==> src/verilog/wb_consts.svh <==
`ifndef WB_CONSTS_SVH
`define WB_CONSTS_SVH

// ------------------------------------------------------------
// Datapath widths
// ------------------------------------------------------------

`define WB_XLEN             32              // Register and PC width
`define WB_REG_AW           5               // GPR address bits

// Stage PC value out of reset
`define WB_PC_RESET         32'h8000_0000

// ------------------------------------------------------------
// Trap cause codes, mcause encoding
// ------------------------------------------------------------

`define WB_TRAP_BREAKPT     6'd3            // EBREAK
`define WB_TRAP_LDACCESS    6'd5            // Load bus error
`define WB_TRAP_STACCESS    6'd7            // Store bus error
`define WB_TRAP_ECALLM      6'd11           // ECALL from M mode

`endif

==> src/verilog/wb_pkg.sv <==
`include "wb_consts.svh"

package wb_pkg;

    // Functional unit which produced the instruction result
    typedef enum logic [2:0] {
        FU_NONE = 3'd0,
        FU_ALU  = 3'd1,
        FU_MUL  = 3'd2,
        FU_ASI  = 3'd3,
        FU_CSR  = 3'd4,
        FU_CFU  = 3'd5,
        FU_LSU  = 3'd6
    } fu_t;

    // Control flow micro-ops
    typedef enum logic [4:0] {
        CFU_TAKEN     = 5'd0,
        CFU_NOT_TAKEN = 5'd1,
        CFU_JALI      = 5'd2,
        CFU_JALR      = 5'd3,
        CFU_EBREAK    = 5'd4,
        CFU_ECALL     = 5'd5,
        CFU_MRET      = 5'd6
    } cfu_op_t;

    typedef enum logic [1:0] {
        LSU_BYTE = 2'b01,
        LSU_HALF = 2'b10,
        LSU_WORD = 2'b11
    } lsu_size_t;

    // Views of the 5-bit uop field
    typedef struct packed {
        logic read;
        logic write;
        logic set;
        logic clr;
    } csr_uop_t;                            // Sits in uop[3:0]

    typedef struct packed {
        logic      load;
        logic      store;
        lsu_size_t size;
        logic      is_signed;
    } lsu_uop_t;

    // ------------------------------------------------------------
    // Bundles between stage and core
    // ------------------------------------------------------------

    typedef struct packed {
        logic [`WB_REG_AW-1:0] rd;
        logic [`WB_XLEN-1:0]   opr_a;       // Finished result for ALU, MUL, ASI
        logic [`WB_XLEN-1:0]   opr_b;       // CSR address or load address
        fu_t                   fu;
        logic [4:0]            uop;
        logic                  trap;        // Trap raised by an earlier stage
        logic [1:0]            size;        // Instr size in halfwords
        logic [31:0]           instr;
    } s4_op_t;

    typedef struct packed {
        logic                en;
        logic                wr;
        logic                set;
        logic                clr;
        logic [11:0]         addr;
        logic [`WB_XLEN-1:0] wdata;
    } csr_bus_t;

    typedef struct packed {
        logic                  wen;
        logic [`WB_REG_AW-1:0] rd;
        logic [`WB_XLEN-1:0]   wdata;
    } gpr_wb_t;

    typedef struct packed {
        logic                valid;
        logic [`WB_XLEN-1:0] pc;
        logic [31:0]         instr;
    } trace_t;

endpackage

==> src/verilog/wb_pc_track.sv <==
`timescale 1ns/100ps
`include "wb_consts.svh"

module wb_pc_track (
    input  logic                g_clk,
    input  logic                g_resetn,
    input  logic                progress,       // Stage retires this cycle
    input  logic                cf_done,        // Control flow acknowledged
    input  logic [`WB_XLEN-1:0] cf_target,
    input  logic [1:0]          size,           // In halfwords
    output logic [`WB_XLEN-1:0] pc,
    output logic [`WB_XLEN-1:0] next_pc         // Sequential successor
);

    logic [`WB_XLEN-1:0] pc_q;

    // Halfword count to bytes
    assign next_pc = pc_q + {{(`WB_XLEN-3){1'b0}}, size, 1'b0};
    assign pc      = pc_q;

    always_ff @(posedge g_clk) begin
        if (!g_resetn) begin
            pc_q <= `WB_PC_RESET;
        end else if (cf_done) begin
            pc_q <= cf_target;                  // Redirect wins
        end else if (progress) begin
            pc_q <= next_pc;
        end
    end

endmodule

==> src/verilog/wb_csr_access.sv <==
`timescale 1ns/100ps

module wb_csr_access (
    input  logic              g_clk,
    input  logic              g_resetn,
    input  logic              progress,
    input  wb_pkg::s4_op_t    op,
    output wb_pkg::csr_bus_t  csr,
    output logic              rd_wen        // Write read data to rd
);

    import wb_pkg::*;

    logic     fu_csr;
    logic     done_q;                       // Access already issued
    csr_uop_t cu;

    assign fu_csr = (op.fu == FU_CSR);
    assign cu     = csr_uop_t'(op.uop[3:0]);

    // One access per instruction, first cycle only
    assign csr.en    = fu_csr && !done_q;
    assign csr.wr    = fu_csr && cu.write;
    assign csr.set   = fu_csr && cu.set;
    assign csr.clr   = fu_csr && cu.clr;
    assign csr.addr  = op.opr_b[11:0];
    assign csr.wdata = op.opr_a;

    // Read data only valid alongside en
    assign rd_wen = fu_csr && cu.read && !done_q;

    always_ff @(posedge g_clk) begin
        if (!g_resetn) begin
            done_q <= 1'b0;
        end else begin
            done_q <= !progress && (done_q || csr.en);
        end
    end

endmodule

==> src/verilog/wb_cfu.sv <==
`timescale 1ns/100ps
`include "wb_consts.svh"

module wb_cfu (
    input  logic                g_clk,
    input  logic                g_resetn,
    input  logic                progress,
    input  wb_pkg::s4_op_t      op,
    input  logic                lsu_trap,       // Memory bus error
    input  logic                lsu_store,      // Errored access was a store
    input  logic [`WB_XLEN-1:0] csr_mepc,
    input  logic [`WB_XLEN-1:0] csr_mtvec,
    input  logic                cf_ack,
    output logic                cf_req,
    output logic [`WB_XLEN-1:0] cf_target,
    output logic                cf_done,        // Request acknowledged now
    output logic                cfu_busy,
    output logic                link_wen,
    output logic                trap_cpu,
    output logic [5:0]          trap_cause,
    output logic                exec_mret
);

    import wb_pkg::*;

    cfu_op_t cop;
    logic    fu_cfu;
    logic    cf_taken;                      // Branch or jump
    logic    cf_ebreak;
    logic    cf_ecall;
    logic    cf_mret;
    logic    cf_trap;                       // Anything heading to MTVEC
    logic    done_q;

    // ------------------------------------------------------------
    // Opcode decode
    // ------------------------------------------------------------

    assign fu_cfu    = (op.fu == FU_CFU);
    assign cop       = cfu_op_t'(op.uop);
    assign cf_taken  = fu_cfu && (cop == CFU_TAKEN || cop == CFU_JALI ||
                                  cop == CFU_JALR);
    assign cf_ebreak = fu_cfu && (cop == CFU_EBREAK);
    assign cf_ecall  = fu_cfu && (cop == CFU_ECALL);
    assign cf_mret   = fu_cfu && (cop == CFU_MRET);
    assign link_wen  = fu_cfu && (cop == CFU_JALI || cop == CFU_JALR);

    assign trap_cpu  = cf_ebreak || cf_ecall || op.trap || lsu_trap;
    assign cf_trap   = trap_cpu;

    // ------------------------------------------------------------
    // Request and target
    // ------------------------------------------------------------

    // Held until acknowledged, then quiet until progress
    assign cf_req  = (cf_taken || cf_mret || cf_trap) && !done_q;
    assign cf_done = cf_req && cf_ack;

    assign cfu_busy = cf_req && !cf_ack;

    always_comb begin
        if (cf_trap) begin
            cf_target = csr_mtvec;
        end else if (cf_mret) begin
            cf_target = csr_mepc;
        end else begin
            cf_target = op.opr_a;           // Computed jump/branch target
        end
    end

    // Load error first, opr_a carries causes from earlier stages
    always_comb begin
        if (lsu_trap && !lsu_store) begin
            trap_cause = `WB_TRAP_LDACCESS;
        end else if (lsu_trap) begin
            trap_cause = `WB_TRAP_STACCESS;
        end else if (cf_ebreak) begin
            trap_cause = `WB_TRAP_BREAKPT;
        end else if (cf_ecall) begin
            trap_cause = `WB_TRAP_ECALLM;
        end else begin
            trap_cause = op.opr_a[5:0];
        end
    end

    assign exec_mret = cf_mret && progress;     // Tells CSRs to restore

    always_ff @(posedge g_clk) begin
        if (!g_resetn) begin
            done_q <= 1'b0;
        end else begin
            done_q <= !progress && (done_q || cf_done);
        end
    end

endmodule

==> src/verilog/wb_lsu_resp.sv <==
`timescale 1ns/100ps

module wb_lsu_resp (
    input  logic           g_clk,
    input  logic           g_resetn,
    input  logic           progress,
    input  wb_pkg::s4_op_t op,
    input  logic           dmem_recv,
    input  logic           dmem_error,
    output logic           dmem_ack,
    output logic           lsu_busy,
    output logic           lsu_trap,        // Bus error on our response
    output logic           lsu_store,
    output logic           load_wen
);

    import wb_pkg::*;

    lsu_uop_t lu;
    logic     fu_lsu;
    logic     rsp_take;                     // Response accepted this cycle
    logic     seen_q;                       // Response already taken
    logic     err_q;                        // Taken response had an error

    assign fu_lsu    = (op.fu == FU_LSU);
    assign lu        = lsu_uop_t'(op.uop);
    assign lsu_store = fu_lsu && lu.store;

    // Only accept while a response is still owed
    assign dmem_ack = fu_lsu && !seen_q;
    assign rsp_take = dmem_recv && dmem_ack;

    assign lsu_busy = fu_lsu && !(seen_q || rsp_take);

    // Error stays up so the trap request holds
    assign lsu_trap = (rsp_take && dmem_error) || err_q;

    assign load_wen = rsp_take && !dmem_error && lu.load;

    always_ff @(posedge g_clk) begin
        if (!g_resetn) begin
            seen_q <= 1'b0;
            err_q  <= 1'b0;
        end else begin
            seen_q <= !progress && (seen_q || rsp_take);
            err_q  <= !progress && (err_q || (rsp_take && dmem_error));
        end
    end

endmodule

==> src/verilog/wb_load_align.sv <==
`timescale 1ns/100ps
`include "wb_consts.svh"

module wb_load_align (
    input  logic                  [`WB_XLEN-1:0] rdata,
    input  logic                  [1:0]          addr_lo,   // Byte offset
    input  wb_pkg::lsu_size_t                    size,
    input  logic                                 is_signed,
    input  logic                                 strb0,     // Byte lane 0 used
    output logic                  [`WB_XLEN-1:0] data
);

    import wb_pkg::*;

    logic       is_byte;
    logic       is_half;
    logic       is_word;
    logic [7:0] b0;
    logic [7:0] b1;
    logic [15:0] h1;

    assign is_byte = (size == LSU_BYTE);
    assign is_half = (size == LSU_HALF);
    assign is_word = (size == LSU_WORD);

    // ------------------------------------------------------------
    // Lane steering
    // ------------------------------------------------------------

    assign b0 = {8{strb0}}                           & rdata[7:0]   |
                {8{is_byte && addr_lo == 2'b01}}     & rdata[15:8]  |
                {8{is_byte && addr_lo == 2'b10}}     & rdata[23:16] |
                {8{is_half && addr_lo[1]}}           & rdata[23:16] |
                {8{is_byte && addr_lo == 2'b11}}     & rdata[31:24];

    assign b1 = {8{is_byte && is_signed}}            & {8{b0[7]}}   |
                {8{is_half && !addr_lo[1]}}          & rdata[15:8]  |
                {8{is_half && addr_lo[1]}}           & rdata[31:24] |
                {8{is_word}}                         & rdata[15:8];

    // Upper half, sign from b1 covers both byte and half
    assign h1 = {16{(is_byte || is_half) && is_signed}} & {16{b1[7]}} |
                {16{is_word}}                           & rdata[31:16];

    assign data = {h1, b1, b0};

endmodule

==> src/verilog/frv_writeback.sv <==
`timescale 1ns/100ps
`include "wb_consts.svh"

module frv_writeback (
    input  logic                g_clk,
    input  logic                g_resetn,
    input  wb_pkg::s4_op_t      s4_op,
    input  logic                s4_valid,
    output logic                s4_busy,
    output wb_pkg::gpr_wb_t     gpr_wb,
    output logic                fwd_load,
    output logic                fwd_csr,
    output wb_pkg::csr_bus_t    csr,
    input  logic [`WB_XLEN-1:0] csr_rdata,
    input  logic [`WB_XLEN-1:0] csr_mepc,
    input  logic [`WB_XLEN-1:0] csr_mtvec,
    output logic                cf_req,
    output logic [`WB_XLEN-1:0] cf_target,
    input  logic                cf_ack,
    output logic                trap_cpu,
    output logic [5:0]          trap_cause,
    output logic [`WB_XLEN-1:0] trap_pc,
    output logic                exec_mret,
    input  logic                dmem_recv,
    input  logic                dmem_error,
    input  logic [`WB_XLEN-1:0] dmem_rdata,
    output logic                dmem_ack,
    output wb_pkg::trace_t      trace
);

    import wb_pkg::*;

    s4_op_t              op;                // Valid-gated instruction
    lsu_uop_t            lu;
    logic                progress;
    logic                cfu_busy;
    logic                lsu_busy;
    logic                cf_done;
    logic                lsu_trap;
    logic                lsu_store;
    logic                csr_rd_wen;
    logic                load_wen;
    logic                link_wen;
    logic                pass_wen;          // ALU, MUL, ASI result in opr_a
    logic [`WB_XLEN-1:0] pc;
    logic [`WB_XLEN-1:0] next_pc;
    logic [`WB_XLEN-1:0] load_data;
    logic [`WB_XLEN-1:0] wb_wdata;          // Selected GPR write data

    // ------------------------------------------------------------
    // Valid gating and stall
    // ------------------------------------------------------------

    always_comb begin
        op = s4_op;
        if (!s4_valid) begin
            op.fu   = FU_NONE;
            op.trap = 1'b0;                 // Bubble raises nothing
        end
    end

    assign lu       = lsu_uop_t'(op.uop);
    assign s4_busy  = cfu_busy || lsu_busy;
    assign progress = s4_valid && !s4_busy;

    wb_pc_track u_pc (
        .g_clk     (g_clk),
        .g_resetn  (g_resetn),
        .progress  (progress),
        .cf_done   (cf_done),
        .cf_target (cf_target),
        .size      (op.size),
        .pc        (pc),
        .next_pc   (next_pc)
    );

    wb_csr_access u_csr (
        .g_clk    (g_clk),
        .g_resetn (g_resetn),
        .progress (progress),
        .op       (op),
        .csr      (csr),
        .rd_wen   (csr_rd_wen)
    );

    wb_cfu u_cfu (
        .g_clk      (g_clk),
        .g_resetn   (g_resetn),
        .progress   (progress),
        .op         (op),
        .lsu_trap   (lsu_trap),
        .lsu_store  (lsu_store),
        .csr_mepc   (csr_mepc),
        .csr_mtvec  (csr_mtvec),
        .cf_ack     (cf_ack),
        .cf_req     (cf_req),
        .cf_target  (cf_target),
        .cf_done    (cf_done),
        .cfu_busy   (cfu_busy),
        .link_wen   (link_wen),
        .trap_cpu   (trap_cpu),
        .trap_cause (trap_cause),
        .exec_mret  (exec_mret)
    );

    wb_lsu_resp u_lsu (
        .g_clk      (g_clk),
        .g_resetn   (g_resetn),
        .progress   (progress),
        .op         (op),
        .dmem_recv  (dmem_recv),
        .dmem_error (dmem_error),
        .dmem_ack   (dmem_ack),
        .lsu_busy   (lsu_busy),
        .lsu_trap   (lsu_trap),
        .lsu_store  (lsu_store),
        .load_wen   (load_wen)
    );

    wb_load_align u_align (
        .rdata     (dmem_rdata),
        .addr_lo   (op.opr_b[1:0]),
        .size      (lu.size),
        .is_signed (lu.is_signed),
        .strb0     (op.opr_a[0]),           // Strobes from memory stage
        .data      (load_data)
    );

    // ------------------------------------------------------------
    // GPR writeback and forwarding
    // ------------------------------------------------------------

    assign pass_wen = (op.fu == FU_ALU) || (op.fu == FU_MUL) || (op.fu == FU_ASI);

    assign gpr_wb.wen = !op.trap &&
                        (pass_wen || csr_rd_wen || load_wen || link_wen);
    assign gpr_wb.rd  = op.rd;

    always_comb begin
        case (op.fu)
            FU_CSR:  wb_wdata = csr_rdata;
            FU_LSU:  wb_wdata = load_data;
            FU_CFU:  wb_wdata = next_pc;    // Link address
            default: wb_wdata = op.opr_a;
        endcase
    end

    assign gpr_wb.wdata = wb_wdata;

    assign fwd_load = (op.fu == FU_LSU) && lu.load;
    assign fwd_csr  = (op.fu == FU_CSR);

    assign trap_pc = pc;

    // Trace once per instruction, at retire or first ack
    assign trace.valid = |op.size && (progress || cf_done);
    assign trace.pc    = pc;
    assign trace.instr = op.instr;

endmodule

==> config.mk <==
export PLATFORM = sky130hd
export DESIGN_NAME = frv_writeback
export DESIGN_NICKNAME = d
export VERILOG_FILES = /design/src/verilog/wb_pkg.sv /design/src/verilog/wb_pc_track.sv /design/src/verilog/wb_csr_access.sv /design/src/verilog/wb_cfu.sv /design/src/verilog/wb_lsu_resp.sv /design/src/verilog/wb_load_align.sv /design/src/verilog/frv_writeback.sv
export VERILOG_INCLUDE_DIRS = /design/src /design/src/verilog
export SDC_FILE = /design/constraint.sdc
export NUM_CORES = 1
export LEC_CHECK = 0
export CORE_AREA = 2 2 185 187
export DETAILED_ROUTE_END_ITERATION = 10
export DIE_AREA = 0 0 187 189
export DONT_BUFFER_PORTS = 1
export PLACE_DENSITY_LB_ADDON = 0.1
export SYNTH_ARGS = -nofsm -noshare
export SYNTH_HDL_FRONTEND = slang
export SYNTH_SLANG_ARGS = --single-unit
export TNS_END_PERCENT = 5
==> constraint.sdc <==
create_clock -name g_clk -period 7.46 [get_ports g_clk]
set_clock_uncertainty 0.2 [all_clocks]
set_input_delay 0.373 -clock g_clk [delete_from_list [all_inputs] [get_ports g_clk]]
set_output_delay 0.373 -clock g_clk [all_outputs]
set_load 0.01 [all_outputs]
**Word level (Yosys, flattened, before mapping)**

Cells that the tools add are included.

- Muxes and demuxes: 11
- Equality and inequality tests: 17
- Bitwise gates (word level): 19
- Reductions and logical operators: 72
- Add/sub/neg operators: 1

Operators with widths:

| cell | count |
|---|---|
| $mux 32 | 4 |
| $pmux 32 s3 | 1 |
| $and 8x8->8 | 9 |
| $or 8x8->8 | 7 |
| $logic_and 1x1->1 | 38 |
| $add 32x3->32 | 1 |
| $and 16x16->16 | 2 |
| $mux 6 | 4 |
| $logic_or 1x1->1 | 20 |
| $or 16x16->16 | 1 |
| $eq 5x3->1 const B | 3 |
| $logic_not 1->1 | 11 |
| $eq 5x2->1 const B | 2 |
| $eq 3x3->1 const B | 3 |
| $eq 2x2->1 const B | 4 |
| $eq 3x2->1 const B | 2 |
| $logic_not 5->1 | 1 |
| $eq 2x1->1 const B | 2 |
| $eq 3x1->1 const B | 1 |
| $mux 3 | 1 |
| $reduce_bool 2->1 | 1 |
| $reduce_or 2->1 | 1 |
| $mux 1 | 1 |

- Output and inout bits: 228
- Flip-flop bits (word level): 36
- Bits of input ports: 246

**Longest topological paths before layout**

- Word-level depth: 15
- Depth in mapped cells: 12

**Modules after synthesis**

From an unflattened synthesis, not the netlist that was laid out.

- Cells, all modules: 929
- Area total of the unflattened synthesis: 6916.6 um^2

Modules (own cells, without submodules):

| module | cells each | instances | sequential area each (um^2) | area an instance (um^2) |
|---|---|---|---|---|
| wb_pc_track | 350 | 1 | 640.6 | 2678.8 |
| frv_writeback | 270 | 1 | 0.0 | 2095.8 |
| wb_cfu | 139 | 1 | 20.0 | 925.9 |
| wb_load_align | 102 | 1 | 0.0 | 655.6 |
| wb_csr_access | 54 | 1 | 20.0 | 415.4 |
| wb_lsu_resp | 14 | 1 | 40.0 | 145.1 |

**Worst setup path after synthesis**

Ideal clock, no wire load.

- Path kind: register to output
- Start point: reg u_pc.pc_q[1], in the netlist u_pc.pc[1]
- End point: out gpr_wb[17] (netlist bit)
- Data arrival time: 2.376 ns
- Stages on the path, launching flop included: 10
- Required time: 6.887 ns
- Path slack: 4.511 ns
- Cell sequence: dfxtp_1 ha_1 fa_1 nand3_2 or4_1 clkbuf_2 nor2_1 xor2_1 a222oi_1 a21oi_1

RTL lines:

| element | line | source |
|---|---|---|
| start: declaration | wb_pc_track.sv:15 | `` logic [`WB_XLEN-1:0] pc_q; `` |
| start signal: assignment | wb_pc_track.sv:23 | `` pc_q <= `WB_PC_RESET; `` |
| start signal: assignment | wb_pc_track.sv:25 | `pc_q <= cf_target;` |
| start signal: assignment | wb_pc_track.sv:27 | `pc_q <= next_pc;` |
| end: declaration | frv_writeback.sv:10 | `output wb_pkg::gpr_wb_t gpr_wb,` |

==> metrics.cfg <==
[clock_tree]
clkTransAtPathRegs_ns=0.06
clk_latency_ns=0.29
tritoncts=yes
cts_inserted_buffers=5
postCtsSetupBuffers=0
clock-sinks=36
cts.path.max_buffers=2
ctsHoldBuffers=1
cts_root_buf=clkbuf_16
htreeDepth=2
cts_resized=0

[power]
ir_drop_mv=0.0791
p_total_uw=693
power.density_nw_per_um2=129
p_leak_nw=1.83

[floorplan]
die_w_microns=187
num_rows=67
coreArea_sq_um=33300
die_area_sq_um=35300
start_util=0.173
ioPinCount=474
die_y_microns=189

[synth]
async_flop_share=0
yosys.area.top_type=buf_4
synth-seq-area-share=0.125
syn-cell-area_sq_um=5770
synth-edff-count=0
synthTopCellsByCount=116 x buf_4, 53 x nand2_1, 52 x nor2_1, 50 x a21oi_1, 43 x o21ai_0
synth_cell_types=84
syn_nets=1015
yosysWarnings=0
synth_area_leaders=buf_4 15%, dfxtp_1 13%, mux2i_1 5.4%, a222oi_1 4.7%, a21oi_1 4.3%
syn_area_per_cell_sq_um=7.56
synth_top_cell_area_share=0.151
yosysMostFrequentCell=buf_4
synth-seq-cells=36
synthFlopType=dfxtp_1
synthCells=763

[timing]
max_slew.worst_pin.slew_ns=1.12
rsz0062_at_grt=no
worst_slack_ns=3.48
fin_tns_setup_ns=0
report.final.hold_viol_count=0
max_freq_ghz=0.251
layout_min_cycle_time_ns=3.98
period_share=0.533
maxSlewHeadroom=0.251
drv_slew=0
finalSetupViolations=0

[setup_path]
critPathCaptureType=output pin
r2r-end=u_pc.pc[25]$_SDFFE_PN0P_
cp_slowest_stage_delay_ns=0.75
crit_fanout=7
critPathSlowestCell=or4_1
critPathLaunchType=register
critPathArrivalTime_ns=3.40
worstSetupEndpoint=gpr_wb[17]
worst-endpoint-required_ns=6.89
r2r-start=u_lsu.seen_q$_SDFF_PN0_
reg2regPathDepth=6
r2r_slack_ns=4.15
crit_path_start=u_pc.pc[1]$_SDFFE_PN0P_
crit_type=register to output pin
path_cells=ha_1 > fa_1 > nand3_2 > or4_1 > nor2_1 > xor2_1 > a222oi_1 > a21oi_1

[routing]
routedWlPerCell_microns=32.4
ant_nets=0
routed_via_density=5.35
wl_met3_mm=3.46
vias=5660
wirelength_mm=34.3
first_pass_iters=6
wl_met1_mm=14.5
highest_layer=met4
initialDrtViolationCount=539
dr_wl_met2_mm=15.9
drc_errors=0

[layout]
area_growth_syn_to_layout_pct=-6.77
nNetsFinal=863
drive_above_1_share=0.0854

[global_route]
grt_pass1_vias=5440
antenna_found_initial=1
grt_pass1_wl_mm=46.8
grt_use_total=0.184
grt-ovfl-total=0
grt_max_degree=79

[placed_design]
place_ws_ns=3.60
finalWeightedCongestion=0.851
port-buffer-count=0
hpwl_mm=28.0

[run]
cap_violations=0

[min_path]
worst_hold_path_type=primary input to register

[status]
outcome=finished, final reports clean

## critical path, delay by kind of cell, from the launching register on
family                   cells  cell delay, ns
flip-flops                   1            0.50
adder cells (fa/ha/maj)      2            0.54
AND/OR/NAND/NOR              3            1.27
AO/OA/AOI/OAI                2            0.68
XOR/XNOR                     1            0.14
## worst min-delay path by stage
stage / slack (ns) / startpoint / to / cells after the start
CTS: 0.02 / g_resetn / u_pc.pc[29]$_SDFFE_PN0P_ / 1
floorplan: 0.24 / u_csr.done_q$_SDFF_PN0_ / u_csr.done_q$_SDFF_PN0_ / 2
global route: 0.01 / g_resetn / u_pc.pc[29]$_SDFFE_PN0P_ / 1
global placement: 0.27 / g_resetn / u_pc.pc[31]$_SDFFE_PN1P_ / 1
detailed placement: 0.27 / g_resetn / u_pc.pc[31]$_SDFFE_PN1P_ / 1
finish: 0.02 / g_resetn / u_pc.pc[25]$_SDFFE_PN0P_ / 1
## state kept, by name, indices dropped and copies added, names as in the netlist
| signal | count |
|---|---|
| u_lsu.seen_q | 1 |
| u_csr.done_q | 1 |
| u_pc.pc | 32 |
| u_cfu.done_q | 1 |
| u_lsu.err_q | 1 |
## logic make-up (layout without fill, tap and decap cells)
logic type | count (synthesis) | count (layout) | share of synthesized area
muxes | 45 | 45 | 0.0818
buffers and inverters | 182 | 28 | 0.211
adders and majority gates | 6 | 6 | 0.0143
other | 0 | 1 | 0
xor gates and xnor gates | 30 | 30 | 0.0456
and+or+nand+nor | 221 | 221 | 0.209
AOI/OAI and AO/OA | 243 | 243 | 0.314
DFF | 36 | 36 | 0.125
## cells in the final DEF, fill, tap and decap left out, drive strengths merged, types with 7 or more instances in the layout
cell	netlist	layout
nand4	11	11
o211ai	12	12
a211oi	7	7
nand2	53	53
a31oi	16	16
o21ai	48	48
mux2	14	14
a21oi	51	51
nor4	14	14
xor2	11	11
buf	138	7
o31a	8	8
or3	8	8
nand3	15	15
inv	15	15
and2	16	16
dfxtp	36	36
and3	12	12
xnor2	19	19
nor2	54	54
a222oi	27	27
mux2i	31	31
nor3	11	11
## per-stage QoR
stage                     hold slack (ns)   util  area (sq um)  cells
after floorplan                     0.241      -          5770    763
after global placement              0.268  0.157          5240   1051
after detailed placement            0.270  0.157          5240   1051
after CTS                          0.0175  0.161          5370   1057
after global routing               0.0148  0.161          5370   1057
final                              0.0215  0.162          5380   1058
## layout make-up
type	instances	area, sq um
Clock buffer	5	125
Fill cell	3818	27900
Tap cell	448	561
Timing Repair Buffer	8	62.6
Sequential cell	36	721
Antenna cell	1	2.50
Inverter	15	61.3
Multi-Input combinational cell	545	3840
## metal layers
layer  global-route usage  vias to the layer above
li1                     -                     2449
met1                0.232                     2846
met2                0.304                      343
met3               0.0636                       22
met4               0.0357                        0
met5                    0                        -
## power by group
group	internal, mW	leakage [nW]	total (mW)	switching, mW
combinational	0.0762	1.48	0.238	0.162
clock	0.118	0.0616	0.205	0.0862
sequential	0.205	0.295	0.251	0.0460
(Power assumes the default switching activity.)
